File: src/hw/c1_defines.svh
`ifndef C1_DEFINES_SVH
`define C1_DEFINES_SVH

// 68000 address bits seen by the C1
`define C1_ADDR_MSB 21
`define C1_ADDR_LSB 17
`define C1_IOSUB_MSB 19	// Top bit of the io sub-zone field

// Wait states, in 68000 clock edges
`define C1_ZONE_ROM_WAIT 1	// Extra edge when nRomWait is low
`define C1_PORT_WAIT_BASE 1	// Per step of the inverted nPWait code

// Card zone gives up on pdtack after this many edges
`define C1_CARD_TIMEOUT 8

// Width of the wait down-counter, must hold C1_CARD_TIMEOUT - 1
`define C1_WAIT_W 4

`endif

File: src/hw/c1BusPkg.sv
`default_nettype none

package c1BusPkg;

	// Memory map zones of the 68000 bus
	typedef enum logic [3:0] {
		zoneRom,	// 000000-0FFFFF
		zoneWram,	// 100000-1FFFFF
		zonePort,	// 200000-2FFFFF
		zoneIo,	// 300000-3FFFFF
		zonePal,	// 400000-7FFFFF
		zoneCard,	// 800000-BFFFFF
		zoneSrom,	// C00000-CFFFFF
		zoneSram,	// D00000-DFFFFF
		zoneNone
	} zoneT;

	// Even-byte io accesses, one bit per register, active high
	typedef struct packed {
		logic ctrl1;	// 300000
		logic icom;	// 320000
		logic ctrl2;	// 340000
		logic statusB;	// 380000
	} ioSelT;

endpackage

`default_nettype wire

File: src/hw/c1IoPkg.sv
`default_nettype none

package c1IoPkg;

	// Upper data byte returned by a statusB read, msb first
	typedef struct packed {
		logic systemMode;	// High on MVS
		logic nWp;	// Card write protect
		logic nCd2;	// Card detect pins
		logic nCd1;
		logic [1:0] p2Hi;	// Player 2 bits 9 and 8
		logic [1:0] p1Hi;	// Player 1 bits 9 and 8
	} statusBT;

endpackage

`default_nettype wire

File: src/hw/c1AddressDecode.sv
`default_nettype none

`include "c1_defines.svh"

module c1AddressDecode (
	input logic [`C1_ADDR_MSB:`C1_ADDR_LSB] m68kAddr,
	input logic a22z,
	input logic a23z,
	input logic nLds,
	input logic nUds,
	input logic rw,
	input logic nAs,
	output logic nRomOeL,
	output logic nRomOeU,
	output logic nPortOeL,
	output logic nPortOeU,
	output logic nPortWeL,
	output logic nPortWeU,
	output logic nPortAdrs,
	output logic nWrL,
	output logic nWrU,
	output logic nWwL,
	output logic nWwU,
	output logic nSromOeL,
	output logic nSromOeU,
	output logic nSramOeL,
	output logic nSramOeU,
	output logic nSramWeL,
	output logic nSramWeU,
	output logic nLspOe,
	output logic nLspWe,
	output logic nCrdO,
	output logic nCrdW,
	output logic nCrdC,
	output logic nDipRd0,
	output logic nDipRd1,
	output logic nBitW0,
	output logic nBitW1,
	output logic nPal,
	output c1BusPkg::zoneT zone,
	output c1BusPkg::ioSelT ioSel
);

	logic [1:0] zoneBits;
	logic [2:0] ioSub;
	logic romZone, wramZone, portZone, ioZone;
	logic cardZone, sromZone, sramZone, lspcZone;
	logic evenIo;
	logic nWordAccess;

	assign zoneBits = m68kAddr[`C1_ADDR_MSB -: 2];
	assign ioSub = m68kAddr[`C1_IOSUB_MSB:`C1_ADDR_LSB];

	always_comb begin
		zone = c1BusPkg::zoneNone;
		case ({a23z, a22z})
			2'b00: begin
				case (zoneBits)
					2'b00: zone = c1BusPkg::zoneRom;
					2'b01: zone = c1BusPkg::zoneWram;
					2'b10: zone = c1BusPkg::zonePort;
					default: zone = c1BusPkg::zoneIo;
				endcase
			end
			2'b01: zone = c1BusPkg::zonePal;
			2'b10: zone = c1BusPkg::zoneCard;
			default: begin
				if (zoneBits == 2'b00)
					zone = c1BusPkg::zoneSrom;
				else if (zoneBits == 2'b01)
					zone = c1BusPkg::zoneSram;
			end
		endcase
	end

	assign romZone = (zone == c1BusPkg::zoneRom);
	assign wramZone = (zone == c1BusPkg::zoneWram);
	assign portZone = (zone == c1BusPkg::zonePort);
	assign ioZone = (zone == c1BusPkg::zoneIo);
	assign cardZone = (zone == c1BusPkg::zoneCard);
	assign sromZone = (zone == c1BusPkg::zoneSrom);
	assign sramZone = (zone == c1BusPkg::zoneSram);
	assign lspcZone = ioZone & (ioSub == 3'b110);	// 3C0000-3DFFFF

	// Even io bytes are the C1 registers themselves
	assign evenIo = ioZone & ~nUds;
	assign ioSel.ctrl1 = evenIo & (ioSub == 3'b000);
	assign ioSel.icom = evenIo & (ioSub == 3'b001);
	assign ioSel.ctrl2 = evenIo & (ioSub == 3'b010);
	assign ioSel.statusB = evenIo & (ioSub == 3'b100);

	// Odd io bytes go out to the DIP switches and the bit latches
	assign nDipRd0 = nLds | ~rw | ~ioZone | (ioSub != 3'b000);
	assign nDipRd1 = nLds | ~rw | ~ioZone | (ioSub != 3'b001);
	assign nBitW0 = nLds | rw | ~ioZone | (ioSub != 3'b100);
	assign nBitW1 = nLds | rw | ~ioZone | (ioSub != 3'b101);

	assign nPal = a23z | ~a22z;	// Palette RAM is decoded from address alone
	assign nWordAccess = nLds | nUds;

	assign nRomOeL = ~rw | nLds | ~romZone | nAs;
	assign nRomOeU = ~rw | nUds | ~romZone | nAs;
	assign nPortOeL = ~rw | nLds | ~portZone | nAs;
	assign nPortOeU = ~rw | nUds | ~portZone | nAs;
	assign nPortWeL = rw | nLds | ~portZone | nAs;
	assign nPortWeU = rw | nUds | ~portZone | nAs;
	assign nPortAdrs = ~portZone | nAs;	// Address latch for the cartridge port
	assign nWrL = ~rw | nLds | ~wramZone | nAs;
	assign nWrU = ~rw | nUds | ~wramZone | nAs;
	assign nWwL = rw | nLds | ~wramZone | nAs;
	assign nWwU = rw | nUds | ~wramZone | nAs;
	assign nSromOeL = ~rw | nLds | ~sromZone | nAs;
	assign nSromOeU = ~rw | nUds | ~sromZone | nAs;
	assign nSramOeL = ~rw | nLds | ~sramZone | nAs;
	assign nSramOeU = ~rw | nUds | ~sramZone | nAs;
	assign nSramWeL = rw | nLds | ~sramZone | nAs;
	assign nSramWeU = rw | nUds | ~sramZone | nAs;

	// LSPC and memory card only take word accesses
	assign nLspOe = ~rw | nWordAccess | ~lspcZone | nAs;
	assign nLspWe = rw | nWordAccess | ~lspcZone | nAs;
	assign nCrdO = ~rw | nWordAccess | ~cardZone | nAs;
	assign nCrdW = rw | nWordAccess | ~cardZone | nAs;
	assign nCrdC = nCrdO & nCrdW;	// Card chip enable

endmodule

`default_nettype wire

File: src/hw/c1Inputs.sv
`default_nettype none

module c1Inputs (
	input c1BusPkg::ioSelT ioSel,
	input logic rw,
	input logic [9:0] p1In,
	input logic [9:0] p2In,
	input logic nCd1,
	input logic nCd2,
	input logic nWp,
	input logic systemMode,
	input logic [7:0] replyData,
	output logic [7:0] m68kDataOut,
	output logic m68kDataOe
);

	c1IoPkg::statusBT statusByte;

	assign statusByte.systemMode = systemMode;
	assign statusByte.nWp = nWp;
	assign statusByte.nCd2 = nCd2;
	assign statusByte.nCd1 = nCd1;
	assign statusByte.p2Hi = p2In[9:8];
	assign statusByte.p1Hi = p1In[9:8];

	always_comb begin
		m68kDataOut = 8'h00;
		m68kDataOe = 1'b0;
		if (rw) begin
			m68kDataOe = 1'b1;
			if (ioSel.ctrl1)
				m68kDataOut = p1In[7:0];
			else if (ioSel.ctrl2)
				m68kDataOut = p2In[7:0];
			else if (ioSel.statusB)
				m68kDataOut = statusByte;
			else if (ioSel.icom)
				m68kDataOut = replyData;	// Z80 reply
			else
				m68kDataOe = 1'b0;	// Not ours, leave the bus alone
		end
	end

endmodule

`default_nettype wire

File: src/hw/c1Regs.sv
`default_nettype none

module c1Regs (
	input logic clk68kClk,
	input logic reset,
	input c1BusPkg::ioSelT ioSel,
	input logic rw,
	input logic [15:8] m68kDataIn,
	input logic [7:0] sddIn,
	input logic nSdz80R,
	input logic nSdz80W,
	input logic nSdz80Clr,
	output logic [7:0] replyData,
	output logic [7:0] sddOut,
	output logic sddOe,
	output logic nSdw
);

	logic [7:0] command;
	logic cmdWrite;
	logic cmdWriteD;
	logic captured;	// Command taken on the last edge
	logic nSdz80WD;

	assign cmdWrite = ioSel.icom & ~rw;

	// Control state
	always_ff @(posedge clk68kClk) begin
		if (reset) begin
			cmdWriteD <= 1'b0;
			captured <= 1'b0;
			nSdw <= 1'b1;
			nSdz80WD <= 1'b1;
		end else begin
			cmdWriteD <= cmdWrite;
			captured <= cmdWrite & ~cmdWriteD;
			nSdw <= ~captured;	// One-cycle NMI request to the Z80
			nSdz80WD <= nSdz80W;
		end
	end

	// Sound command from the 68000, cleared by the Z80
	always_ff @(posedge clk68kClk) begin
		if (cmdWrite && !cmdWriteD)
			command <= m68kDataIn;
		else if (!nSdz80Clr)
			command <= 8'h00;
	end

	// Reply byte, taken on the falling edge of the Z80 write
	always_ff @(posedge clk68kClk) begin
		if (!nSdz80W && nSdz80WD)
			replyData <= sddIn;
	end

	assign sddOe = ~nSdz80R;
	assign sddOut = nSdz80R ? 8'h00 : command;

endmodule

`default_nettype wire

File: src/hw/c1Wait.sv
`default_nettype none

`include "c1_defines.svh"

module c1Wait (
	input logic clk68kClk,
	input logic reset,
	input logic nAs,
	input c1BusPkg::zoneT zone,
	input logic nRomWait,
	input logic nPWait0,
	input logic nPWait1,
	input logic pdtack,
	output logic nDtack
);

	localparam int waitW = `C1_WAIT_W;

	logic [waitW-1:0] loadCnt;
	logic [waitW-1:0] waitCnt;
	logic busy;	// Bus cycle already started
	logic isCard;
	logic cardAck;	// pdtack seen on the previous edge

	// Wait edges beyond the first, per zone
	always_comb begin
		case (zone)
			c1BusPkg::zoneRom:
				loadCnt = nRomWait ? '0 : waitW'(`C1_ZONE_ROM_WAIT);
			c1BusPkg::zonePort:
				loadCnt = waitW'({~nPWait1, ~nPWait0} * `C1_PORT_WAIT_BASE);
			c1BusPkg::zoneCard:
				loadCnt = waitW'(`C1_CARD_TIMEOUT - 1);	// Timeout only
			default:
				loadCnt = '0;
		endcase
	end

	always_ff @(posedge clk68kClk) begin
		if (reset) begin
			busy <= 1'b0;
			waitCnt <= '0;
			isCard <= 1'b0;
			cardAck <= 1'b0;
			nDtack <= 1'b1;
		end else if (nAs) begin
			busy <= 1'b0;
			cardAck <= 1'b0;
			nDtack <= 1'b1;
		end else if (!busy) begin
			// First edge with nAs low
			busy <= 1'b1;
			waitCnt <= loadCnt;
			isCard <= (zone == c1BusPkg::zoneCard);
			cardAck <= (zone == c1BusPkg::zoneCard) & pdtack;
		end else if (nDtack) begin
			if (waitCnt == '0 || cardAck) begin
				nDtack <= 1'b0;
			end else begin
				waitCnt <= waitCnt - 1'b1;
				cardAck <= isCard & pdtack;
			end
		end
	end

endmodule

`default_nettype wire

File: src/hw/neoC1.sv
`default_nettype none

`include "c1_defines.svh"

module neoC1 (
	input logic clk68kClk,
	input logic reset,
	input logic [`C1_ADDR_MSB:`C1_ADDR_LSB] m68kAddr,
	input logic a22z,
	input logic a23z,
	input logic nLds,
	input logic nUds,
	input logic rw,
	input logic nAs,
	input logic [15:8] m68kDataIn,
	input logic [9:0] p1In,
	input logic [9:0] p2In,
	input logic nCd1,
	input logic nCd2,
	input logic nWp,
	input logic nRomWait,
	input logic nPWait0,
	input logic nPWait1,
	input logic pdtack,
	input logic [7:0] sddIn,
	input logic nSdz80R,
	input logic nSdz80W,
	input logic nSdz80Clr,
	input logic systemMode,
	output logic nRomOeL,
	output logic nRomOeU,
	output logic nPortOeL,
	output logic nPortOeU,
	output logic nPortWeL,
	output logic nPortWeU,
	output logic nPortAdrs,
	output logic nWrL,
	output logic nWrU,
	output logic nWwL,
	output logic nWwU,
	output logic nSromOeL,
	output logic nSromOeU,
	output logic nSramOeL,
	output logic nSramOeU,
	output logic nSramWeL,
	output logic nSramWeU,
	output logic nLspOe,
	output logic nLspWe,
	output logic nCrdO,
	output logic nCrdW,
	output logic nCrdC,
	output logic nDipRd0,
	output logic nDipRd1,
	output logic nBitW0,
	output logic nBitW1,
	output logic nPal,
	output logic [15:8] m68kDataOut,
	output logic m68kDataOe,
	output logic [7:0] sddOut,
	output logic sddOe,
	output logic nSdw,
	output logic nDtack
);

	c1BusPkg::zoneT zone;
	c1BusPkg::ioSelT ioSel;
	logic [7:0] replyData;

	c1AddressDecode u_addressDecode (
		.m68kAddr(m68kAddr), .a22z(a22z), .a23z(a23z),
		.nLds(nLds), .nUds(nUds), .rw(rw), .nAs(nAs),
		.nRomOeL(nRomOeL), .nRomOeU(nRomOeU),
		.nPortOeL(nPortOeL), .nPortOeU(nPortOeU),
		.nPortWeL(nPortWeL), .nPortWeU(nPortWeU), .nPortAdrs(nPortAdrs),
		.nWrL(nWrL), .nWrU(nWrU), .nWwL(nWwL), .nWwU(nWwU),
		.nSromOeL(nSromOeL), .nSromOeU(nSromOeU),
		.nSramOeL(nSramOeL), .nSramOeU(nSramOeU),
		.nSramWeL(nSramWeL), .nSramWeU(nSramWeU),
		.nLspOe(nLspOe), .nLspWe(nLspWe),
		.nCrdO(nCrdO), .nCrdW(nCrdW), .nCrdC(nCrdC),
		.nDipRd0(nDipRd0), .nDipRd1(nDipRd1),
		.nBitW0(nBitW0), .nBitW1(nBitW1), .nPal(nPal),
		.zone(zone), .ioSel(ioSel)
	);

	c1Wait u_wait (
		.clk68kClk(clk68kClk), .reset(reset), .nAs(nAs), .zone(zone),
		.nRomWait(nRomWait), .nPWait0(nPWait0), .nPWait1(nPWait1),
		.pdtack(pdtack), .nDtack(nDtack)
	);

	c1Inputs u_inputs (
		.ioSel(ioSel), .rw(rw), .p1In(p1In), .p2In(p2In),
		.nCd1(nCd1), .nCd2(nCd2), .nWp(nWp), .systemMode(systemMode),
		.replyData(replyData),
		.m68kDataOut(m68kDataOut), .m68kDataOe(m68kDataOe)
	);

	c1Regs u_regs (
		.clk68kClk(clk68kClk), .reset(reset), .ioSel(ioSel), .rw(rw),
		.m68kDataIn(m68kDataIn), .sddIn(sddIn),
		.nSdz80R(nSdz80R), .nSdz80W(nSdz80W), .nSdz80Clr(nSdz80Clr),
		.replyData(replyData), .sddOut(sddOut), .sddOe(sddOe), .nSdw(nSdw)
	);

endmodule

`default_nettype wire

File: config.mk
export PLATFORM = sky130hd
export DESIGN_NAME = neoC1
export DESIGN_NICKNAME = d
export VERILOG_FILES = /design/src/hw/c1BusPkg.sv /design/src/hw/c1IoPkg.sv /design/src/hw/c1AddressDecode.sv /design/src/hw/c1Inputs.sv /design/src/hw/c1Regs.sv /design/src/hw/c1Wait.sv /design/src/hw/neoC1.sv
export VERILOG_INCLUDE_DIRS = /design/src /design/src/hw
export SDC_FILE = /design/constraint.sdc
export NUM_CORES = 1
export LEC_CHECK = 0
export BUFFER_PORTS_ARGS = -buffer_cell sky130_fd_sc_hd__buf_4
export CAP_MARGIN = 20
export CORE_ASPECT_RATIO = 1.75
export CORE_MARGIN = 2
export CORE_UTILIZATION = 46
export CTS_CLUSTER_SIZE = 25
export DETAILED_ROUTE_END_ITERATION = 10
export GPL_TIMING_DRIVEN = 0
export HOLD_SLACK_MARGIN = 0.12
export PLACE_DENSITY = 0.83
export SETUP_SLACK_MARGIN = 0.2
export SYNTH_ARGS = -nofsm -noshare
export SYNTH_HDL_FRONTEND = slang
export SYNTH_SLANG_ARGS = --single-unit
File: constraint.sdc
create_clock -name clk68kClk -period 2.8 [get_ports clk68kClk]
set_input_delay 0.14 -clock clk68kClk [delete_from_list [all_inputs] [get_ports clk68kClk]]
set_output_delay 0.14 -clock clk68kClk [all_outputs]
set_load 0.01 [all_outputs]
**Word level (Yosys, flattened, before mapping)**

Cells that the tools add are included.

- $add $sub $neg: 1
- Equality and inequality tests: 20
- Muxes and demuxes: 28
- Bitwise logic cells: 84
- Reductions and logical operators: 15

Operators with widths:

| operator | count |
|---|---|
| $mux W8 | 8 |
| $or A1 B1 Y1 | 55 |
| $pmux W4 S3 | 2 |
| $mux W4 | 5 |
| $not A1 Y1 | 18 |
| $eq A4 B3 Y1 const B | 3 |
| $mux W1 | 12 |
| $and A1 B1 Y1 | 11 |
| $eq A4 B2 Y1 const B | 2 |
| $logic_not A4 Y1 | 2 |
| $eq A3 B3 Y1 const B | 2 |
| $ne A3 B3 Y1 const B | 2 |
| $pmux W2 S3 | 1 |
| $eq A2 B1 Y1 const B | 2 |
| $eq A2 B2 Y1 const B | 2 |
| $eq A4 B1 Y1 const B | 1 |
| $logic_not A2 Y1 | 2 |
| $ne A2 B1 Y1 const B | 2 |
| $reduce_and A2 Y1 | 2 |
| $sub A4 B1 Y4 const B | 1 |
| $eq A3 B1 Y1 const B | 1 |
| $eq A3 B2 Y1 const B | 1 |
| $logic_not A3 Y1 | 1 |
| $ne A3 B1 Y1 const B | 1 |
| 7 further kinds | 9 |

- Register bits: 28
- Input port bits: 60
- Logic and storage cells: 159

**Logic depth before layout (Yosys ltp)**

Gate-level depths: netlist (run 1).

- Depth in word-level cells: 12
- Gate-level depth with buffers: 7
- Depth with buffers taken out: 6

**Hierarchy**

A second synthesis (run 1) with hierarchy kept.

- Cell total of the unflattened synthesis: 222
- Area total of the unflattened synthesis: 1986.9 sq um

Modules (own cells, without submodules):

| module | instances | cells an instance | area each (sq um) |
|---|---|---|---|
| c1Regs | 1 | 44 | 723.2 |
| c1AddressDecode | 1 | 87 | 548.0 |
| c1Wait | 1 | 58 | 459.2 |
| c1Inputs | 1 | 33 | 256.5 |

**Worst setup path before layout (run 1)**

No wires, ideal clock.

- Path kind: input-to-reg
- Start: in a22z
- End: reg u_regs.command[0], enable pin
- Setup time: 384 ps
- Data arrival time: 1668 ps
- Path slack: 748 ps
- Stages on the path: 6
- Cells stage by stage: ha_1 o21bai_2 o22ai_4 nand2_4 buf_6 o21ai_0

- Longest elaborated chain between the ends: 8

Ends and longest elaborated chain:

| item | RTL line | text |
|---|---|---|
| start: declaration | neoC1.sv:9 | `input logic a22z,` |
| $eq A2 B2 Y1 (tied with other cells) | c1AddressDecode.sv:56 | `case ({a23z, a22z})` |
| $pmux W4 S3 (*) | c1AddressDecode.sv:56 |  |
| $eq A4 B2 Y1 (*) | c1AddressDecode.sv:79 | `assign ioZone = (zone == c1BusPkg::zoneIo);` |
| $and A1 B1 Y1 (*) | c1AddressDecode.sv:86 | `assign evenIo = ioZone & ~nUds;` |
| $and A1 B1 Y1 (*) | c1AddressDecode.sv:88 | `assign ioSel.icom = evenIo & (ioSub == 3'b001);` |
| $and A1 B1 Y1 (*) | c1Regs.sv:25 | `assign cmdWrite = ioSel.icom & ~rw;` |
| $logic_and A1 B1 Y1 (*) | c1Regs.sv:44 | `if (cmdWrite && !cmdWriteD)` |
| $ne A2 B1 Y1 (no line) (*) | n/a |  |
| end signal: assignment | c1Regs.sv:45 | `command <= m68kDataIn;` |
| end: declaration | c1Regs.sv:19 | `logic [7:0] command;` |

Every way passes the cells marked *; elsewhere a longest branch is shown, timed or not.
A chain may end at the register's enable or synchronous reset.

**Worst setup path after layout (run 1)**

- Start: in a22z
- End: reg u_regs.command[5], enable pin

Same word-level chain as after synthesis.

==> results of run 1 <==
[through the flow]
| step | setup slack (ns) | std cells | area, µm² | util, % |
|---|---|---|---|---|
| after floorplan | 0.748 | 237 | 2050 | - |
| after global placement | 0.324 | 393 | 2900 | 66.5 |
| after detailed placement | 0.267 | 393 | 2900 | 66.5 |
| after CTS | 0.561 | 406 | 3050 | 69.9 |
| after global routing | 0.455 | 406 | 3050 | 69.9 |
| final | 0.604 | 406 | 3050 | 69.9 |
[sequential cells by signal, indices dropped and copies added, names as in the netlist]
| signal | flops |
|---|---|
| u_wait.nDtack | 1 |
| u_regs.cmdWriteD | 1 |
| u_wait.busy | 1 |
| u_regs.replyData | 8 |
| u_regs.nSdz80WD | 1 |
| u_regs.command | 8 |
| u_regs.nSdw | 1 |
| u_regs.captured | 1 |
| u_wait.waitCnt | 4 |
| u_wait.isCard | 1 |
| u_wait.cardAck | 1 |
[power groups by stage]
stage	logic (mW)	registers, mW	clock network, mW
6_report	0.252	0.464	0.242
3_3_place_gp	0.237	0.473	0
4_1_cts	0.253	0.464	0.247
5_1_grt	0.276	0.466	0.260
3_5_place_dp	0.242	0.473	0
2_1_floorplan	0.125	0.471	0
[area by class of cell]
class,count,area share [%]
multi-input combinational,188,40.7
sequential,28,23.6
buffer,9,1.52
clock buffer,4,1.81
tap,51,2.09
timing repair buffer,114,28.8
inverter,12,1.48
[worst register-to-register path, stage by stage (launching register included)]
cell,delay [ns]
dfxtp_1,0.31
nor2_1,0.12
nand3_1,0.12
o21ai_0,0.85
[cell families (layout without fill, tap and decap cells)]
logic type / Yosys count / in the layout / share of synthesized area [%]
AO/OA/AOI/OAI: 44 / 44 / 18.6
adder cells (fa/ha/maj): 7 / 7 / 4.27
buffers and inverters: 21 / 139 / 4.45
flip-flops: 28 / 28 / 35.1
multiplexers: 3 / 3 / 1.52
AND/OR/NAND/NOR: 134 / 134 / 36.0
[worst min path at each step]
stage                              start                   to  cells past startpoint
after floorplan                 sddIn[0]  u_regs.replyData[0]                      0
after global placement          sddIn[7]  u_regs.replyData[7]                      1
after detailed placement        sddIn[2]  u_regs.replyData[2]                      1
after CTS                 m68kDataIn[14]    u_regs.command[6]                      2
after global routing      m68kDataIn[10]    u_regs.command[2]                      2
final                      m68kDataIn[9]    u_regs.command[1]                      2
[cell usage in the layout (no fill, tap or decap), types with 3 or more instances in the layout]
| cell type | count |
|---|---|
| or4_1 | 5 |
| clkbuf_1 | 4 |
| nand2_1 | 33 |
| clkbuf_8 | 4 |
| nor2_1 | 17 |
| nand3_1 | 9 |
| a21oi_1 | 6 |
| and2_1 | 9 |
| edfxtp_1 | 16 |
| nor2b_1 | 11 |
| buf_4 | 105 |
| or3_1 | 3 |
| buf_2 | 4 |
| dfxtp_1 | 12 |
| nor3_1 | 9 |
| a2111oi_2 | 6 |
| a22oi_1 | 6 |
| nor3b_1 | 3 |
| o21ai_0 | 7 |
| nor4_1 | 4 |
| ha_1 | 7 |
| nand2b_1 | 15 |
| dlygate4sd3_1 | 9 |
| inv_1 | 11 |
[per-layer routing]
metal / GRT usage, % / vias up
li1: - / 1088
met1: 21.5 / 1031
met2: 45.6 / 79
met3: 2.26 / 4
met4: 5.42 / 0
met5: 0 / -
[timing repair]
item	CTS	global route
buffers inserted	0	0
hold buffers	9	0
endpoints found under the hold margin	9	0
==> results.sh, run 1 <==
export IMPL_drtIter0Drc=58
export IMPL_p_switching_mw=0.250
export IMPL_path_class="primary input to flop"
export IMPL_syn_area_um2=2050
export IMPL_hold_worst_slack_ns=0.149
export IMPL_netSwitchingFraction_pct=26.1
export IMPL_cts_buffer_depth=2
export IMPL_async_flop_share_pct=0
export IMPL_maxSlewViolCount=0
export IMPL_netlist_area_leader_share_pct=23.4
export IMPL_gp_congestion=0.894
export IMPL_status="completed"
export IMPL_crit_start="a22z"
export IMPL_rsz0062_at_grt="false"
export IMPL_grt_max_degree=16
export IMPL_cts_tree="built"
export IMPL_path_buf_inv=2
export IMPL_ys_top_cells_by_count="33 x nand2_1, 17 x nor2_1, 16 x edfxtp_1"
export IMPL_antenna_left=0
export IMPL_p_leak_nw=1.24
export IMPL_timing_rr_end="u_regs.command[5]"
export IMPL_grt_pass1_vias=2072
export IMPL_vias_per_cell=5.42
export IMPL_synth_edf_count=16
export IMPL_yosysMostFrequentCell="nand2_1"
export IMPL_wl_met3_um=261
export IMPL_drive_gt1_share_pct=37.2
export IMPL_slowest_delay_ns=0.84
export IMPL_hold_viol_final=0
export IMPL_maxSlewHeadroom_pct=28.5
export IMPL_end_kind="flop"
export IMPL_rr_worst_depth=3
export IMPL_route_met2_wl_um=3310
export IMPL_num_nets_final=423
export IMPL_pwr_share_seq_pct=48.4
export IMPL_syn_nets=304
export IMPL_wire_per_inst_um=14.2
export IMPL_fin_setup_tns_ns=0
export IMPL_endpoint="u_regs.command[5]"
export IMPL_io_pins=107
export IMPL_setup_violations=0
export IMPL_nFillCells=356
export IMPL_path_max_fanout=10
export IMPL_num_antenna_cells=0
export IMPL_internal_power_mw=0.708
export IMPL_worst_ep_arrival_time_ns=2.09
export IMPL_numCtsBuffers=3
export IMPL_via_count=2202
export IMPL_critPathLaunchType="primary input"
export IMPL_multiInputGateArea_um2=1240
export IMPL_num_rows=32
export IMPL_worstSetupPathDepth=7
export IMPL_critical_path_required_ns=2.69
export IMPL_first_pass_iters=4
export IMPL_top_layer_used="met4"
export IMPL_ys_seq_area_share_pct=35.1
export IMPL_gr_total_overflow=0
export IMPL_initial_core_util_pct=47.0
export IMPL_port_buffers=105
export IMPL_grt_antenna_before_repair=0
export IMPL_post_dp_hpwl_um=4650
export IMPL_fin_total_pwr_mw=0.958
export IMPL_path_clk_slew_ns=0.09
export IMPL_drt_met1_wl_um=2140
export IMPL_clockRootBuffer="clkbuf_8"
export IMPL_avgSynthCellArea_um2=8.66
export IMPL_synth_cell_types=54
export IMPL_synth_seq_cells=28
export IMPL_min_period_ns=2.20
export IMPL_die_w_um=54.5
export IMPL_p_clk_share_pct=25.3
export IMPL_cts_sinks=28
export IMPL_register_area_um2=721
export IMPL_post_cts_resized=0
export IMPL_worst_clock_skew_ns=0.00163
export IMPL_pwr_share_comb_pct=26.3
export IMPL_regToRegStartpoint="u_regs.cmdWriteD"
export IMPL_grt_usage_pct=22.3
export IMPL_drc=0
export IMPL_rrSetupSlack_ns=1.03
export IMPL_synth_area_leaders="edfxtp_1 23%, dfxtp_1 12%, nand2_1 6.0%, nand2b_1 4.6%, a2111oi_2 4.4%"
export IMPL_timing_fmax_mhz=455
export IMPL_area_delta_synth_final_pct=48.6
export IMPL_worst_pin_slew_ns=1.06
export IMPL_hp_class="primary input to flop"
export IMPL_yosys_area_top_type="edfxtp_1"
export IMPL_syn_inst=237
export IMPL_yosysWarningCount=0
export IMPL_clk_latency_ns=0.26
export IMPL_core_um2=4360
export IMPL_crit_family="compound AO/OA/AOI/OAI gates"
export IMPL_die_area_um2=5030
export IMPL_final_period_utilization_pct=78.4
export IMPL_slowest_stage="o21ai_0"
export IMPL_irDropWorstVdd_mv=0.386
export IMPL_path_cells="buf_4 > ha_1 > o21bai_2 > o22ai_4 > nand2_4 > buf_6 > o21ai_0"
export IMPL_cts_htree_levels=1
export IMPL_grt_pass1_wl_um=8590
export IMPL_cap_violations=0
export IMPL_drt_wl_total_um=5770
export IMPL_die_y_um=92.4
export IMPL_synthFlopType="edfxtp_1"
export IMPL_power_density_nw_per_um2=314
Power figures use the tool's default switching activity.
==> run 2: changes to the inputs <==
CORE_UTILIZATION = 41   (was 46)
PLACE_DENSITY = 0.79   (was 0.83)
clock period = 1.9 ns   (was 2.8 ns; I/O delays follow)
==> run 2 against run 1 <==
Effect of this change: cell area increased by 8.4%; clock skew increased by 0.0028 ns; sequential cell count did not move; combinational power rose by 68%; critical endpoint is now m68kDataOut[8]; critical path type is now primary input to output pin.
==> results.sh, run 2 (synthesis results as in run 1) <==
export IMPL_min_period_ns=1.68
export IMPL_path_class="primary input to output pin"
export IMPL_path_max_fanout=6
export IMPL_critical_path_required_ns=1.80
export IMPL_fin_area_um2=3310
export IMPL_clockRootBuffer="clkbuf_8"
export IMPL_numCtsBuffers=3
export IMPL_rsz0062_at_grt="true"
export IMPL_cts_sinks=28
export IMPL_dpl_cell_count=396
export IMPL_initial_core_util_pct=41.9
export IMPL_worst_clock_skew_ns=0.00446
export IMPL_reg_top3="u_regs.command (8), u_regs.replyData (8), u_wait.waitCnt (4)"
export IMPL_area_delta_synth_final_pct=61.1
export IMPL_gp_congestion=0.893
export IMPL_vias_per_cell=5.34
export IMPL_crit_family="compound AO/OA/AOI/OAI gates"
export IMPL_clk_latency_ns=0.27
export IMPL_irDropWorstVdd_mv=0.591
export IMPL_grt_usage_pct=21.6
export IMPL_grt_pass1_vias=2147
export IMPL_grt_pass1_wl_um=9850
export IMPL_hold_viol_final=0
export IMPL_final_cell_mix="109 x buf_4, 32 x nand2_1, 19 x dlygate4sd3_1"
export IMPL_wire_per_inst_um=14.8
export IMPL_core_um2=4890
export IMPL_drive_gt1_share_pct=42.2
export IMPL_power_density_nw_per_um2=474
export IMPL_num_nets_final=438
export IMPL_path_buf_inv=3
export IMPL_slowest_stage="a2111oi_2"
export IMPL_final_common_cell="buf_4"
export IMPL_end_kind="output pin"
export IMPL_timing_fmax_mhz=597
export IMPL_setup_violations=0
export IMPL_maxSlewHeadroom_pct=54.8
export IMPL_die_area_um2=5610
export IMPL_drt_wl_total_um=6300
export IMPL_slowest_delay_ns=0.40
export IMPL_status="completed"
export IMPL_hp_class="primary input to flop"
export IMPL_fin_cells=424
export IMPL_cts_tree="built"
export IMPL_num_rows=34
export IMPL_post_dp_hpwl_um=4760
export IMPL_critPathLaunchType="primary input"
export IMPL_path_cells="buf_8 > clkinvlp_4 > ha_4 > nor3b_2 > o21a_2 > a22oi_2 > a2111oi_2 > buf_4"
export IMPL_cts_buffer_depth=2
export IMPL_num_antenna_cells=0
export IMPL_path_clk_slew_ns=0.09
export IMPL_via_count=2265
export IMPL_gr_total_overflow=0
export IMPL_maxSlewViolCount=0
export IMPL_port_buffers=105
export IMPL_final_period_utilization_pct=88.2
export IMPL_cap_violations=0
export IMPL_worst_pin_slew_ns=0.677
export IMPL_die_y_um=97.6
export IMPL_drtIter0Drc=80
export IMPL_die_w_um=57.5
export IMPL_grt_antenna_before_repair=0
export IMPL_first_pass_iters=4
export IMPL_io_pins=107
export IMPL_placed_area_um2=2910
export IMPL_p_leak_nw=1.32
export IMPL_cts_htree_levels=1
export IMPL_worst_ep_arrival_time_ns=1.58
export IMPL_antenna_left=0
export IMPL_drc=0
export IMPL_grt_max_degree=17
-- run 2: final cells by class --
cell class,instances,area (µm²)
plain buffers,9,46.3
well taps,54,67.6
repair buffers,129,1020
clock buffers,3,41.3
fillers,422,1590
clock inverters,1,30.0
inverters,12,48.8
flip-flops and latches,28,726
multi-input cells,188,1320
-- run 2: final timing paths --
path / from / to / slack, ns / cells after the start
setup / recovery: a22z / m68kDataOut[8] / 0.22 / 8
hold reg to reg: u_regs.captured / u_regs.nSdw / 0.39 / 1
hold / removal: pdtack / u_wait.cardAck / 0.13 / 3
setup reg to reg: u_wait.waitCnt[0] / u_wait.waitCnt[0] / 0.29 / 6
-- run 2: stage by stage --
step	hold WS (ns)	utilization (%)	setup TNS [ns]	worst slack (ns)	power, mW
2_1_floorplan	0.194	-	0	0.281	0.879
3_3_place_gp	0.274	59.5	-0.217	-0.0270	1.05
3_5_place_dp	0.275	59.5	-0.781	-0.0864	1.05
4_1_cts	0.125	65.4	0	0.205	1.55
5_1_grt	0.123	67.6	0	0.148	1.65
6_report	0.128	67.6	0	0.224	1.57
-- run 2: per-layer routing --
layer	vias to the layer above	global-route usage, %	share of wire, %
met2	79	41.8	57
met1	1057	24.8	37
met3	8	1.07	4.3
met5	-	0	0
li1	1121	-	-
met4	0	5.19	1.4
-- run 2: power by group --
part           switching (mW)  internal (mW)
sequential             0.0161          0.670
combinational           0.198          0.225
clock                   0.177          0.282
-- run 2: worst min-delay path, stage by stage --
cell and delay (ns):
buf_4 0.11, nand3_1 0.07, a21boi_0 0.07
-- run 2: what timing repair did --
item                                    4_1_cts  5_1_grt
setup buffers                                 1        4
pin swaps                                     1       12
gates resized for setup                       7       17
hold endpoints to repair                     19        0
endpoints found under the setup margin       21       19
hold buffers                                 19        0
